### src/common/raster_config.svh
`ifndef RASTER_CONFIG_SVH
`define RASTER_CONFIG_SVH

////////////////////
// memory map
////////////////////

// triangle records start after the colour and depth areas
`define TRI_BASE      153600
// 3 vertices x (x, y, z) x 16 bit
`define TRI_BYTES     18
`define TRI_NIBBLES   36
// second colour half, 320x240 at 2 pixels per byte
`define BACK_OFFSET   38400

////////////////////
// screen geometry
////////////////////

`define ROW_BYTES     160
// one tile is 4 pixels, one nibble each
`define TILE_NIBBLES  4

// idle cycles between start_read and the first nibble
`define READ_LATENCY  16
// display line after which the buffers may swap
`define SWAP_LINE     500

`endif

### src/common/raster_pkg.sv
package raster_pkg;

  // integer screen coordinate
  typedef logic signed [19:0] coord_t;
  // edge function accumulator
  typedef logic signed [19:0] edge_t;

  // triangle record as stored, x0 holds the first nibble read
  typedef struct packed {
    logic [15:0] x0, y0, z0;
    logic [15:0] x1, y1, z1;
    logic [15:0] x2, y2, z2;
  } tri_raw_t;

  // value at the box corner, step per pixel, step per row
  typedef struct packed {
    edge_t init;
    edge_t dx;
    edge_t dy;
  } edge_coef_t;

  typedef struct packed {
    coord_t           min_x;
    coord_t           min_y;
    coord_t           max_x;
    coord_t           max_y;
    edge_coef_t [2:0] edges;
  } tri_setup_t;

  typedef enum logic {
    MEM_READ,
    MEM_WRITE
  } mem_op_t;

  typedef struct packed {
    mem_op_t     op;
    logic [23:0] addr;
    logic [5:0]  count;
    logic [15:0] wr_tile;
  } mem_cmd_t;

  // towards the serial memory
  typedef struct packed {
    logic [23:0] addr;
    logic [3:0]  wr_nibble;
    logic        start_read;
    logic        start_write;
    logic        stop;
  } mem_req_t;

  // from the serial memory
  typedef struct packed {
    logic [3:0] rd_nibble;
    logic       data_req;
    logic       notbusy;
  } mem_rsp_t;

  typedef enum logic [3:0] {
    W_IDLE, W_TRI_CHECK, W_TRI_REQ, W_TRI_WAIT, W_SETUP_WAIT, W_ROW, W_TILE,
    W_RD_REQ, W_RD_WAIT, W_PIXEL, W_WR_REQ, W_WR_WAIT, W_SWAP
  } walk_state_t;

  typedef enum logic [2:0] {
    P_IDLE, P_WAIT_LAT, P_READ, P_WRITE, P_STOP
  } port_state_t;

endpackage

### src/mem/mem_port.sv
`include "raster_config.svh"

module mem_port
  import raster_pkg::*;
(
  input  logic         clk,
  input  logic         reset,
  input  mem_cmd_t     i_cmd,
  input  logic         i_cmd_valid,
  output logic         o_cmd_ready,
  output logic         o_done,
  output logic [143:0] o_rd_data,
  output mem_req_t     o_mem_req,
  input  mem_rsp_t     i_mem_rsp
);

  port_state_t state;
  logic [4:0]  lat_cnt;
  logic [5:0]  nib_cnt;
  logic [5:0]  nib_total;
  // nibbles still to be sent, msb first
  logic [15:0] wr_shift;
  logic        accept;

  // a busy memory holds the command in the walker
  assign o_cmd_ready = (state == P_IDLE) && i_mem_rsp.notbusy;
  assign accept = i_cmd_valid && o_cmd_ready;

  ////////////////////
  // sequencer
  ////////////////////
  always_ff @(posedge clk or posedge reset) begin
    if (reset) begin
      state <= P_IDLE;
      lat_cnt <= 5'd0;
      nib_cnt <= 6'd0;
      o_done <= 1'b0;
      o_mem_req <= '0;
    end else begin
      // strobes are single cycle
      o_done <= 1'b0;
      o_mem_req.start_read <= 1'b0;
      o_mem_req.start_write <= 1'b0;
      o_mem_req.stop <= 1'b0;
      case (state)
        P_IDLE: begin
          if (accept) begin
            o_mem_req.addr <= i_cmd.addr;
            lat_cnt <= 5'd0;
            if (i_cmd.op == MEM_READ) begin
              o_mem_req.start_read <= 1'b1;
              nib_cnt <= 6'd0;
              state <= P_WAIT_LAT;
            end else begin
              // first nibble goes out with the start
              o_mem_req.start_write <= 1'b1;
              o_mem_req.wr_nibble <= i_cmd.wr_tile[15:12];
              nib_cnt <= 6'd1;
              state <= P_WRITE;
            end
          end
        end
        // memory output not valid yet
        P_WAIT_LAT: begin
          if (lat_cnt == 5'(`READ_LATENCY - 1)) begin
            state <= P_READ;
          end else begin
            lat_cnt <= lat_cnt + 5'd1;
          end
        end
        // one nibble per cycle
        P_READ: begin
          nib_cnt <= nib_cnt + 6'd1;
          if (nib_cnt == nib_total - 6'd1) begin
            o_mem_req.stop <= 1'b1;
            state <= P_STOP;
          end
        end
        // data_req asks for the next nibble
        P_WRITE: begin
          if (i_mem_rsp.data_req) begin
            if (nib_cnt == nib_total) begin
              o_mem_req.stop <= 1'b1;
              state <= P_STOP;
            end else begin
              o_mem_req.wr_nibble <= wr_shift[15:12];
              nib_cnt <= nib_cnt + 6'd1;
            end
          end
        end
        P_STOP: begin
          o_done <= 1'b1;
          state <= P_IDLE;
        end
        default: state <= P_IDLE;
      endcase
    end
  end

  ////////////////////
  // shift registers
  ////////////////////
  always_ff @(posedge clk) begin
    if (accept) begin
      nib_total <= i_cmd.count;
      wr_shift <= {i_cmd.wr_tile[11:0], 4'd0};
      o_rd_data <= '0;
    end else if (state == P_READ) begin
      // first nibble ends up most significant
      o_rd_data <= {o_rd_data[139:0], i_mem_rsp.rd_nibble};
    end else if ((state == P_WRITE) && i_mem_rsp.data_req) begin
      wr_shift <= {wr_shift[11:0], 4'd0};
    end
  end

  a_one_start: assert property (@(posedge clk) disable iff (reset)
    !(o_mem_req.start_read && o_mem_req.start_write));

  a_no_early_stop: assert property (@(posedge clk) disable iff (reset)
    (o_mem_req.start_read || o_mem_req.start_write) |=> !o_mem_req.stop);

endmodule

### src/setup/tri_setup.sv
module tri_setup
  import raster_pkg::*;
(
  input  logic       clk,
  input  logic       reset,
  input  logic       i_start,
  input  tri_raw_t   i_tri,
  output logic       o_done,
  output tri_setup_t o_setup
);

  // vertices widened to screen coordinates
  coord_t     vx [3];
  coord_t     vy [3];
  // 1: fold v2 into box, 2..4: one edge each
  logic [2:0] stage;
  coord_t     min_x_fold;
  coord_t     max_x_fold;
  // edge from vertex a to vertex b
  logic [1:0] ia;
  logic [1:0] ib;
  coord_t     xa;
  coord_t     ya;
  coord_t     xb;
  coord_t     yb;
  edge_t      init_val;

  assign vx[0] = coord_t'({4'd0, i_tri.x0});
  assign vy[0] = coord_t'({4'd0, i_tri.y0});
  assign vx[1] = coord_t'({4'd0, i_tri.x1});
  assign vy[1] = coord_t'({4'd0, i_tri.y1});
  assign vx[2] = coord_t'({4'd0, i_tri.x2});
  assign vy[2] = coord_t'({4'd0, i_tri.y2});

  assign min_x_fold = (o_setup.min_x < vx[2]) ? o_setup.min_x : vx[2];
  assign max_x_fold = (o_setup.max_x > vx[2]) ? o_setup.max_x : vx[2];

  // edges 0->1, 1->2, 2->0
  always_comb begin
    case (stage)
      3'd3: begin
        ia = 2'd1;
        ib = 2'd2;
      end
      3'd4: begin
        ia = 2'd2;
        ib = 2'd0;
      end
      default: begin
        ia = 2'd0;
        ib = 2'd1;
      end
    endcase
  end

  assign xa = vx[ia];
  assign ya = vy[ia];
  assign xb = vx[ib];
  assign yb = vy[ib];
  // corner value, y grows downwards
  assign init_val = edge_t'((o_setup.min_x - xa) * (yb - ya) + (ya - o_setup.min_y) * (xb - xa));

  always_ff @(posedge clk or posedge reset) begin
    if (reset) begin
      stage <= 3'd0;
      o_done <= 1'b0;
    end else begin
      o_done <= (stage == 3'd4);
      if (i_start) begin
        stage <= 3'd1;
      end else if (stage == 3'd4) begin
        stage <= 3'd0;
      end else if (stage != 3'd0) begin
        stage <= stage + 3'd1;
      end
    end
  end

  // i_tri is held by the walker until the next start
  always_ff @(posedge clk) begin
    if (i_start) begin
      o_setup.min_x <= (vx[0] < vx[1]) ? vx[0] : vx[1];
      o_setup.max_x <= (vx[0] > vx[1]) ? vx[0] : vx[1];
      o_setup.min_y <= (vy[0] < vy[1]) ? vy[0] : vy[1];
      o_setup.max_y <= (vy[0] > vy[1]) ? vy[0] : vy[1];
    end else if (stage == 3'd1) begin
      // x snapped down to the tile grid
      o_setup.min_x <= {min_x_fold[19:2], 2'b00};
      o_setup.max_x <= {max_x_fold[19:2], 2'b00};
      o_setup.min_y <= (o_setup.min_y < vy[2]) ? o_setup.min_y : vy[2];
      o_setup.max_y <= (o_setup.max_y > vy[2]) ? o_setup.max_y : vy[2];
    end else if (stage != 3'd0) begin
      o_setup.edges[ia].init <= init_val;
      o_setup.edges[ia].dx <= yb - ya;
      // subtracted once per row
      o_setup.edges[ia].dy <= xb - xa;
    end
  end

  a_setup_box: assert property (@(posedge clk) disable iff (reset)
    i_start |-> ##5 (o_done && (o_setup.min_x <= o_setup.max_x)
                     && (o_setup.min_y <= o_setup.max_y)));

endmodule

### src/raster_top.sv
module raster_top
  import raster_pkg::*;
(
  input  logic       clk,
  input  logic       reset,
  input  logic       i_start,
  input  logic [8:0] i_numtri,
  input  logic [9:0] i_y,
  input  logic       i_evenframe,
  input  mem_rsp_t   i_mem_rsp,
  output mem_req_t   o_mem_req,
  output logic       o_do_swap,
  output logic       o_running
);

  // walker <-> memory sequencer
  mem_cmd_t     cmd;
  logic         cmd_valid;
  logic         cmd_ready;
  logic         mem_done;
  logic [143:0] rd_data;
  // walker <-> triangle setup
  logic         setup_start;
  tri_raw_t     tri_raw;
  logic         setup_done;
  tri_setup_t   setup;

  tile_walker tile_walker_inst (
    .clk(clk), .reset(reset), .i_start(i_start), .i_numtri(i_numtri),
    .i_y(i_y), .i_evenframe(i_evenframe), .o_do_swap(o_do_swap),
    .o_running(o_running), .o_cmd(cmd), .o_cmd_valid(cmd_valid),
    .i_cmd_ready(cmd_ready), .i_mem_done(mem_done), .i_rd_data(rd_data),
    .o_setup_start(setup_start), .o_tri(tri_raw), .i_setup_done(setup_done),
    .i_setup(setup)
  );

  tri_setup tri_setup_inst (
    .clk(clk), .reset(reset), .i_start(setup_start), .i_tri(tri_raw),
    .o_done(setup_done), .o_setup(setup)
  );

  // only port to the serial nibble memory
  mem_port mem_port_inst (
    .clk(clk), .reset(reset), .i_cmd(cmd), .i_cmd_valid(cmd_valid),
    .o_cmd_ready(cmd_ready), .o_done(mem_done), .o_rd_data(rd_data),
    .o_mem_req(o_mem_req), .i_mem_rsp(i_mem_rsp)
  );

endmodule

### src/tile_walker.sv
`include "raster_config.svh"

module tile_walker
  import raster_pkg::*;
(
  input  logic         clk,
  input  logic         reset,
  input  logic         i_start,
  input  logic [8:0]   i_numtri,
  input  logic [9:0]   i_y,
  input  logic         i_evenframe,
  output logic         o_do_swap,
  output logic         o_running,
  output mem_cmd_t     o_cmd,
  output logic         o_cmd_valid,
  input  logic         i_cmd_ready,
  input  logic         i_mem_done,
  input  logic [143:0] i_rd_data,
  output logic         o_setup_start,
  output tri_raw_t     o_tri,
  input  logic         i_setup_done,
  input  tri_setup_t   i_setup
);

  walk_state_t state;
  logic [8:0]  tri_idx;
  coord_t      pixel_x;
  coord_t      pixel_y;
  // edge values at the start of the current row / current pixel
  edge_t       row_e [3];
  edge_t       pix_e [3];
  logic [15:0] tile;
  logic [15:0] tile_merged;
  logic [1:0]  pix_idx;
  logic [3:0]  color;
  logic        pix_in;
  logic        rows_done;
  logic        tiles_done;
  logic [23:0] tri_addr;
  logic [23:0] tile_addr;

  assign color = tri_idx[3:0] + 4'd1;
  // strictly inside, shared edges drawn by neither triangle
  assign pix_in = (pix_e[0] > 0) && (pix_e[1] > 0) && (pix_e[2] > 0);
  assign rows_done = pixel_y > i_setup.max_y;
  assign tiles_done = pixel_x > i_setup.max_x;
  assign tri_addr = 24'(`TRI_BASE) + 24'(tri_idx) * 24'(`TRI_BYTES);
  // y * 160 + x / 2, back half on even frames
  assign tile_addr = 24'(pixel_y[9:0]) * 24'(`ROW_BYTES) + 24'(pixel_x[9:1])
                   + (i_evenframe ? 24'(`BACK_OFFSET) : 24'd0);
  assign o_cmd_valid = (state == W_TRI_REQ) || (state == W_RD_REQ) || (state == W_WR_REQ);

  // pixel 0 sits in the top nibble
  always_comb begin
    tile_merged = tile;
    if (pix_in) begin
      tile_merged[{~pix_idx, 2'b00} +: 4] = color;
    end
  end

  ////////////////////
  // frame FSM
  ////////////////////
  always_ff @(posedge clk or posedge reset) begin
    if (reset) begin
      state <= W_IDLE;
      tri_idx <= 9'd0;
      o_running <= 1'b0;
      o_do_swap <= 1'b0;
      o_setup_start <= 1'b0;
    end else begin
      o_setup_start <= 1'b0;
      case (state)
        W_IDLE: begin
          o_do_swap <= 1'b0;
          o_running <= 1'b0;
          if (i_start) begin
            tri_idx <= 9'd0;
            o_running <= 1'b1;
            state <= W_TRI_CHECK;
          end
        end
        W_TRI_CHECK: state <= (tri_idx == i_numtri) ? W_SWAP : W_TRI_REQ;
        W_TRI_REQ: if (i_cmd_ready) state <= W_TRI_WAIT;
        W_TRI_WAIT: begin
          if (i_mem_done) begin
            o_setup_start <= 1'b1;
            state <= W_SETUP_WAIT;
          end
        end
        W_SETUP_WAIT: if (i_setup_done) state <= W_ROW;
        W_ROW: begin
          if (rows_done) begin
            tri_idx <= tri_idx + 9'd1;
            state <= W_TRI_CHECK;
          end else begin
            state <= W_TILE;
          end
        end
        W_TILE: state <= tiles_done ? W_ROW : W_RD_REQ;
        W_RD_REQ: if (i_cmd_ready) state <= W_RD_WAIT;
        W_RD_WAIT: if (i_mem_done) state <= W_PIXEL;
        W_PIXEL: if (pix_idx == 2'd3) state <= W_WR_REQ;
        W_WR_REQ: if (i_cmd_ready) state <= W_WR_WAIT;
        W_WR_WAIT: if (i_mem_done) state <= W_TILE;
        // all triangles drawn, wait for blanking
        W_SWAP: begin
          if (i_y > `SWAP_LINE) begin
            o_do_swap <= 1'b1;
            state <= W_IDLE;
          end
        end
        default: state <= W_IDLE;
      endcase
    end
  end

  ////////////////////
  // scan datapath
  ////////////////////
  always_ff @(posedge clk) begin
    case (state)
      W_TRI_CHECK: o_cmd <= '{MEM_READ, tri_addr, 6'(`TRI_NIBBLES), 16'd0};
      W_TRI_WAIT: if (i_mem_done) o_tri <= tri_raw_t'(i_rd_data);
      W_SETUP_WAIT: begin
        pixel_y <= i_setup.min_y;
        for (int k = 0; k < 3; k++) begin
          row_e[k] <= i_setup.edges[k].init;
        end
      end
      // restart x, move the row values one line down
      W_ROW: begin
        pixel_x <= i_setup.min_x;
        for (int k = 0; k < 3; k++) begin
          pix_e[k] <= row_e[k];
          row_e[k] <= row_e[k] - i_setup.edges[k].dy;
        end
      end
      W_TILE: begin
        if (tiles_done) begin
          pixel_y <= pixel_y + 20'sd1;
        end else begin
          o_cmd <= '{MEM_READ, tile_addr, 6'(`TILE_NIBBLES), 16'd0};
        end
      end
      W_RD_WAIT: begin
        tile <= i_rd_data[15:0];
        pix_idx <= 2'd0;
      end
      // one pixel per cycle, write back after the fourth
      W_PIXEL: begin
        tile <= tile_merged;
        pix_idx <= pix_idx + 2'd1;
        for (int k = 0; k < 3; k++) begin
          pix_e[k] <= pix_e[k] + i_setup.edges[k].dx;
        end
        if (pix_idx == 2'd3) begin
          o_cmd <= '{MEM_WRITE, tile_addr, 6'(`TILE_NIBBLES), tile_merged};
        end
      end
      W_WR_WAIT: if (i_mem_done) pixel_x <= pixel_x + 20'sd4;
      default: ;
    endcase
  end

  // box from tri_setup keeps every tile on the 4-pixel grid
  a_tile_grid: assert property (@(posedge clk) disable iff (reset)
    (state == W_RD_REQ) |-> (pixel_x[1:0] == 2'b00));

endmodule

### config.mk
export PLATFORM = sky130hd
export DESIGN_NAME = raster_top
export DESIGN_NICKNAME = d
export VERILOG_FILES = /design/src/common/raster_pkg.sv /design/src/mem/mem_port.sv /design/src/setup/tri_setup.sv /design/src/raster_top.sv /design/src/tile_walker.sv
export VERILOG_INCLUDE_DIRS = /design/src /design/src/common
export SDC_FILE = /design/constraint.sdc
export NUM_CORES = 2
export LEC_CHECK = 0
export BUFFER_PORTS_ARGS = -buffer_cell sky130_fd_sc_hd__buf_2
export CORE_MARGIN = 4
export CORE_UTILIZATION = 48
export CTS_BUF_LIST = sky130_fd_sc_hd__clkbuf_4 sky130_fd_sc_hd__clkbuf_8 sky130_fd_sc_hd__clkbuf_16
export CTS_CLUSTER_DIAMETER = 200
export DETAILED_ROUTE_END_ITERATION = 12
export PLACE_DENSITY_LB_ADDON = 0.15
export SLEW_MARGIN = 20
export SYNTH_ARGS = -nofsm -noshare
export SYNTH_HDL_FRONTEND = slang
export SYNTH_SLANG_ARGS = --single-unit
export TNS_END_PERCENT = 10
### constraint.sdc
create_clock -name clk -period 11.2 [get_ports clk]
set_input_delay 3.36 -clock clk [delete_from_list [all_inputs] [get_ports clk]]
set_output_delay 3.36 -clock clk [all_outputs]
set_load 0.01 [all_outputs]
==> out/qor.csv <==
stage;metric;value;unit
outcome;status;finished clean;
timing;slew of the pin with the lowest slew margin;1.105;ns
worst_hold_path;hold path start;tile_walker_inst.o_cmd[21]$_DFFE_PP_;
logic_synthesis;cell accounting for the most synthesized area;edfxtp_1;
floorplanning;die width;352.8;um
worst_setup_path;FF-to-FF path depth;45;
drt;number of nets with antenna violations after routing;0;
layout;area grow syn2layout;11.75;%
clock_tree;Sink Count;783;
floorplanning;Starting Density;48.33;%
logic_synthesis;EDFF count, synth;573;
timing;TNS Setup;0;ns
grt;Total GRT Usage;27.87;%
grt;initial antenna violation count;16;
timing;fmax;93.08;MHz
logic_synthesis;syn nets;6847;
job;maxcap violations;0;
clock_tree;Root Buffer;clkbuf_16;
worst_setup_path;flop2flop setup slack;0.46;ns
drt;DR DRC count;0;
drt;via density per instance;5.601;
placed_design;# port buffers;61;
logic_synthesis;Seq cells post-synth;783;
worst_setup_path;slowest CP cell;fa_1;
timing;final setup fails;0;
logic_synthesis;synth top area cells;edfxtp_1 30%, ha_1 12%, fa_1 11%, nand2_1 5.7%, dfxtp_1 5.1%;
drt;Initial DRC Count;4080;
placed_design;placed cells;7574;
worst_setup_path;most numerous cell on the critical path;xnor2_1;
worst_hold_path;hold depth;0;
layout;area of the multi-input gates;32170;sq um
grt;Remaining Overflow, GRT;0;
worst_setup_path;r2r startpoint;tri_setup_inst.stage[1]$_DFFE_PP0P_;
logic_synthesis;post-synth cell types;95;
worst_setup_path;crit-path max FO;10;
worst_hold_path;Min-Delay Endpoint;mem_port_inst.nib_total[5]$_DFFE_PP_;
clock_tree;clock buffer depth;3;
worst_setup_path;CP max stage delay;0.55;ns
logic_synthesis;Mapped Cells;5951;
floorplanning;die height;352.8;um
logic_synthesis;Top FF cell, synth;edfxtp_1;
drt;drt total wl;175500;um
logic_synthesis;top cell type's share of synthesized area;30.15;%
worst_setup_path;Req. time, crit path;11.59;ns
grt;largest net degree at the start of global routing;105;
timing;Final Cycle Share;95.92;%
grt;first-pass GRT wire length;265700;um
placed_design;routability congestion estimate;0.9731;
layout;Register Area;21740;sq um
logic_synthesis;Synth Area per Inst;9.590;sq um
timing;Fin. Hold Viols;0;
placed_design;Setup WS pre-CTS;-0.03420;ns
floorplanning;# IOs;62;
timing;Worst slew margin;25.79;%
placed_design;Area after DPL;60540;sq um
timing;Slew Viols, Final;0;
logic_synthesis;sequential cell area fraction in the yosys report;38.10;%
layout;layout cells sized above 1;9.921;%
worst_hold_path;Hold Crit Class;reg -> reg;
drt;WL/cell;22.64;um
logic_synthesis;ys async rst share;8.429;%
logic_synthesis;Cell Area, Synth;57070;sq um
drt;DR vias;43400;
clock_tree;clock-pin slew on the worst setup and hold paths;0.07;ns
logic_synthesis;synth cell count leaders;874 x nand2_1, 733 x inv_1, 573 x edfxtp_1;
layout;fillers;10770;
worst_setup_path;Worst EP arrival;11.13;ns
layout;post-route cell area;63770;sq um
clock_tree;Clock Latency Late Sink;0.68;ns
floorplanning;Row Count;126;
clock_tree;total CTS buffers;86;
floorplanning;Die ar.;124500;sq um
grt;vias in the first global route;42720;
timing;Clock Skews;0.04418;ns
floorplanning;core area;118100;sq um
clock_tree;CTS tree;built;
placed_design;HPWL Detailed;136200;um
clock_tree;deepest level of the CTS H-tree;3;
layout;fin cells;7748;
timing;Final WS setup;0.4565;ns
drt;DRT Pass-1 Iters;5;
layout;Layout Nets;7032;
logic_synthesis;most frequent cell after synthesis;nand2_1;
worst_setup_path;R2R Path End;tri_setup_inst.o_setup[59]$_DFFE_PP_;
worst_setup_path;crit path kind;reg -> reg;
worst_setup_path;Setup crit end kind;register;
worst_setup_path;Critical Path Start Type;register;
timing;Tmin final;10.74;ns
logic_synthesis;Yosys Warn Count;0;
how the worst max path moves through the flow:
stage	from	end	slack [ns]	depth (start not counted)
2_1_floorplan	tri_setup_inst.stage[2]$_DFFE_PP0P_	tri_setup_inst.o_setup[119]$_DFFE_PP_	0.01	44
3_3_place_gp	tri_setup_inst.stage[0]$_DFFE_PP0P_	tri_setup_inst.o_setup[119]$_DFFE_PP_	0.08	44
3_5_place_dp	tri_setup_inst.stage[0]$_DFFE_PP0P_	tri_setup_inst.o_setup[119]$_DFFE_PP_	-0.03	44
4_1_cts	tri_setup_inst.stage[0]$_DFFE_PP0P_	tri_setup_inst.o_setup[59]$_DFFE_PP_	0.04	40
5_1_grt	tri_setup_inst.stage[1]$_DFFE_PP0P_	tri_setup_inst.o_setup[59]$_DFFE_PP_	-0.05	45
6_report	tri_setup_inst.stage[1]$_DFFE_PP0P_	tri_setup_inst.o_setup[59]$_DFFE_PP_	0.46	45
flip-flops by register name, indices dropped and copies added (netlist names), 12 cells and up:
register                  count
mem_port_inst.o_mem_req      31
mem_port_inst.o_rd_data     144
mem_port_inst.wr_shift       12
tile_walker_inst.o_cmd       42
tile_walker_inst.o_tri       96
tile_walker_inst.pix_e       60
tile_walker_inst.pixel_x     20
tile_walker_inst.pixel_y     20
tile_walker_inst.row_e       60
tile_walker_inst.tile        16
tri_setup_inst.o_setup      244
critical path, delay by kind of cell (launching register included):
family	cells	cell delay (ns)
and+or+nand+nor	4	0.42
xor gates and xnor gates	12	2.48
muxes	1	0.10
DFF	1	0.44
AOI/OAI and AO/OA	11	2.14
adders and majority gates	10	4.15
buffers and inverters	7	0.71
cells in the final DEF, fill, tap and decap left out, drive strengths merged, types with 64 or more instances in the layout:
master  count
mux2i     100
clkbuf    102
o31ai      64
nand2b     70
a21oi     374
buf       313
fa        322
dfrtp      66
edfxtp    573
xnor2     185
a21o       81
inv       739
o21ai     327
nor3       64
dfxtp     144
nor2      525
xor2       98
ha        545
nand2     875
repair_timing:
action / in CTS / in global routing
hold endpoints to repair: 0 / 0
gates resized for setup: 2 / 77
buffers inserted: 0 / 10
hold buffers: 0 / 0
endpoints found under the setup margin: 3 / 3
pin swaps: 0 / 24
per-layer routing:
| layer | global-route usage (%) | wire length [um] |
|---|---|---|
| met5 | 0 | 0 |
| met3 | 4.395 | 12260 |
| met2 | 43.80 | 78320 |
| met4 | 9.053 | 6614 |
| met1 | 39.62 | 78250 |
stage by stage:
| step | hold WS, ns | util [%] |
|---|---|---|
| after floorplan | 0.4003 | - |
| after global placement | 0.4030 | 51.25 |
| after detailed placement | 0.4099 | 51.27 |
| after CTS | 0.4243 | 53.69 |
| after global routing | 0.4358 | 54.00 |
| final | 0.4254 | 54.01 |
cells by family (layout without fill, tap and decap cells):
logic type	count (synthesis)	after routing	synth area share, %
compound gates	1101	1101	11.71
mux	118	118	2.153
simple gates	1837	1837	13.85
flops	783	783	38.10
other cells	0	3	0
buf+inv	953	1211	6.321
fa+ha+maj	872	872	23.33
xor+xnor	287	287	4.541
area by class of cell:
cell class | instances | area share [%]
tap | 1536 | 3.014
clock buffer | 102 | 3.628
clock inverter | 59 | 0.8201
sequential | 783 | 34.10
inverter | 737 | 4.346
antenna | 3 | 0.01177
timing repair buffer | 313 | 3.643
multi-input combinational | 4215 | 50.44
Power is left out: the tool's default activity adds up to more than one toggle a clock period on the data nets, which glitch-free logic cannot reach.
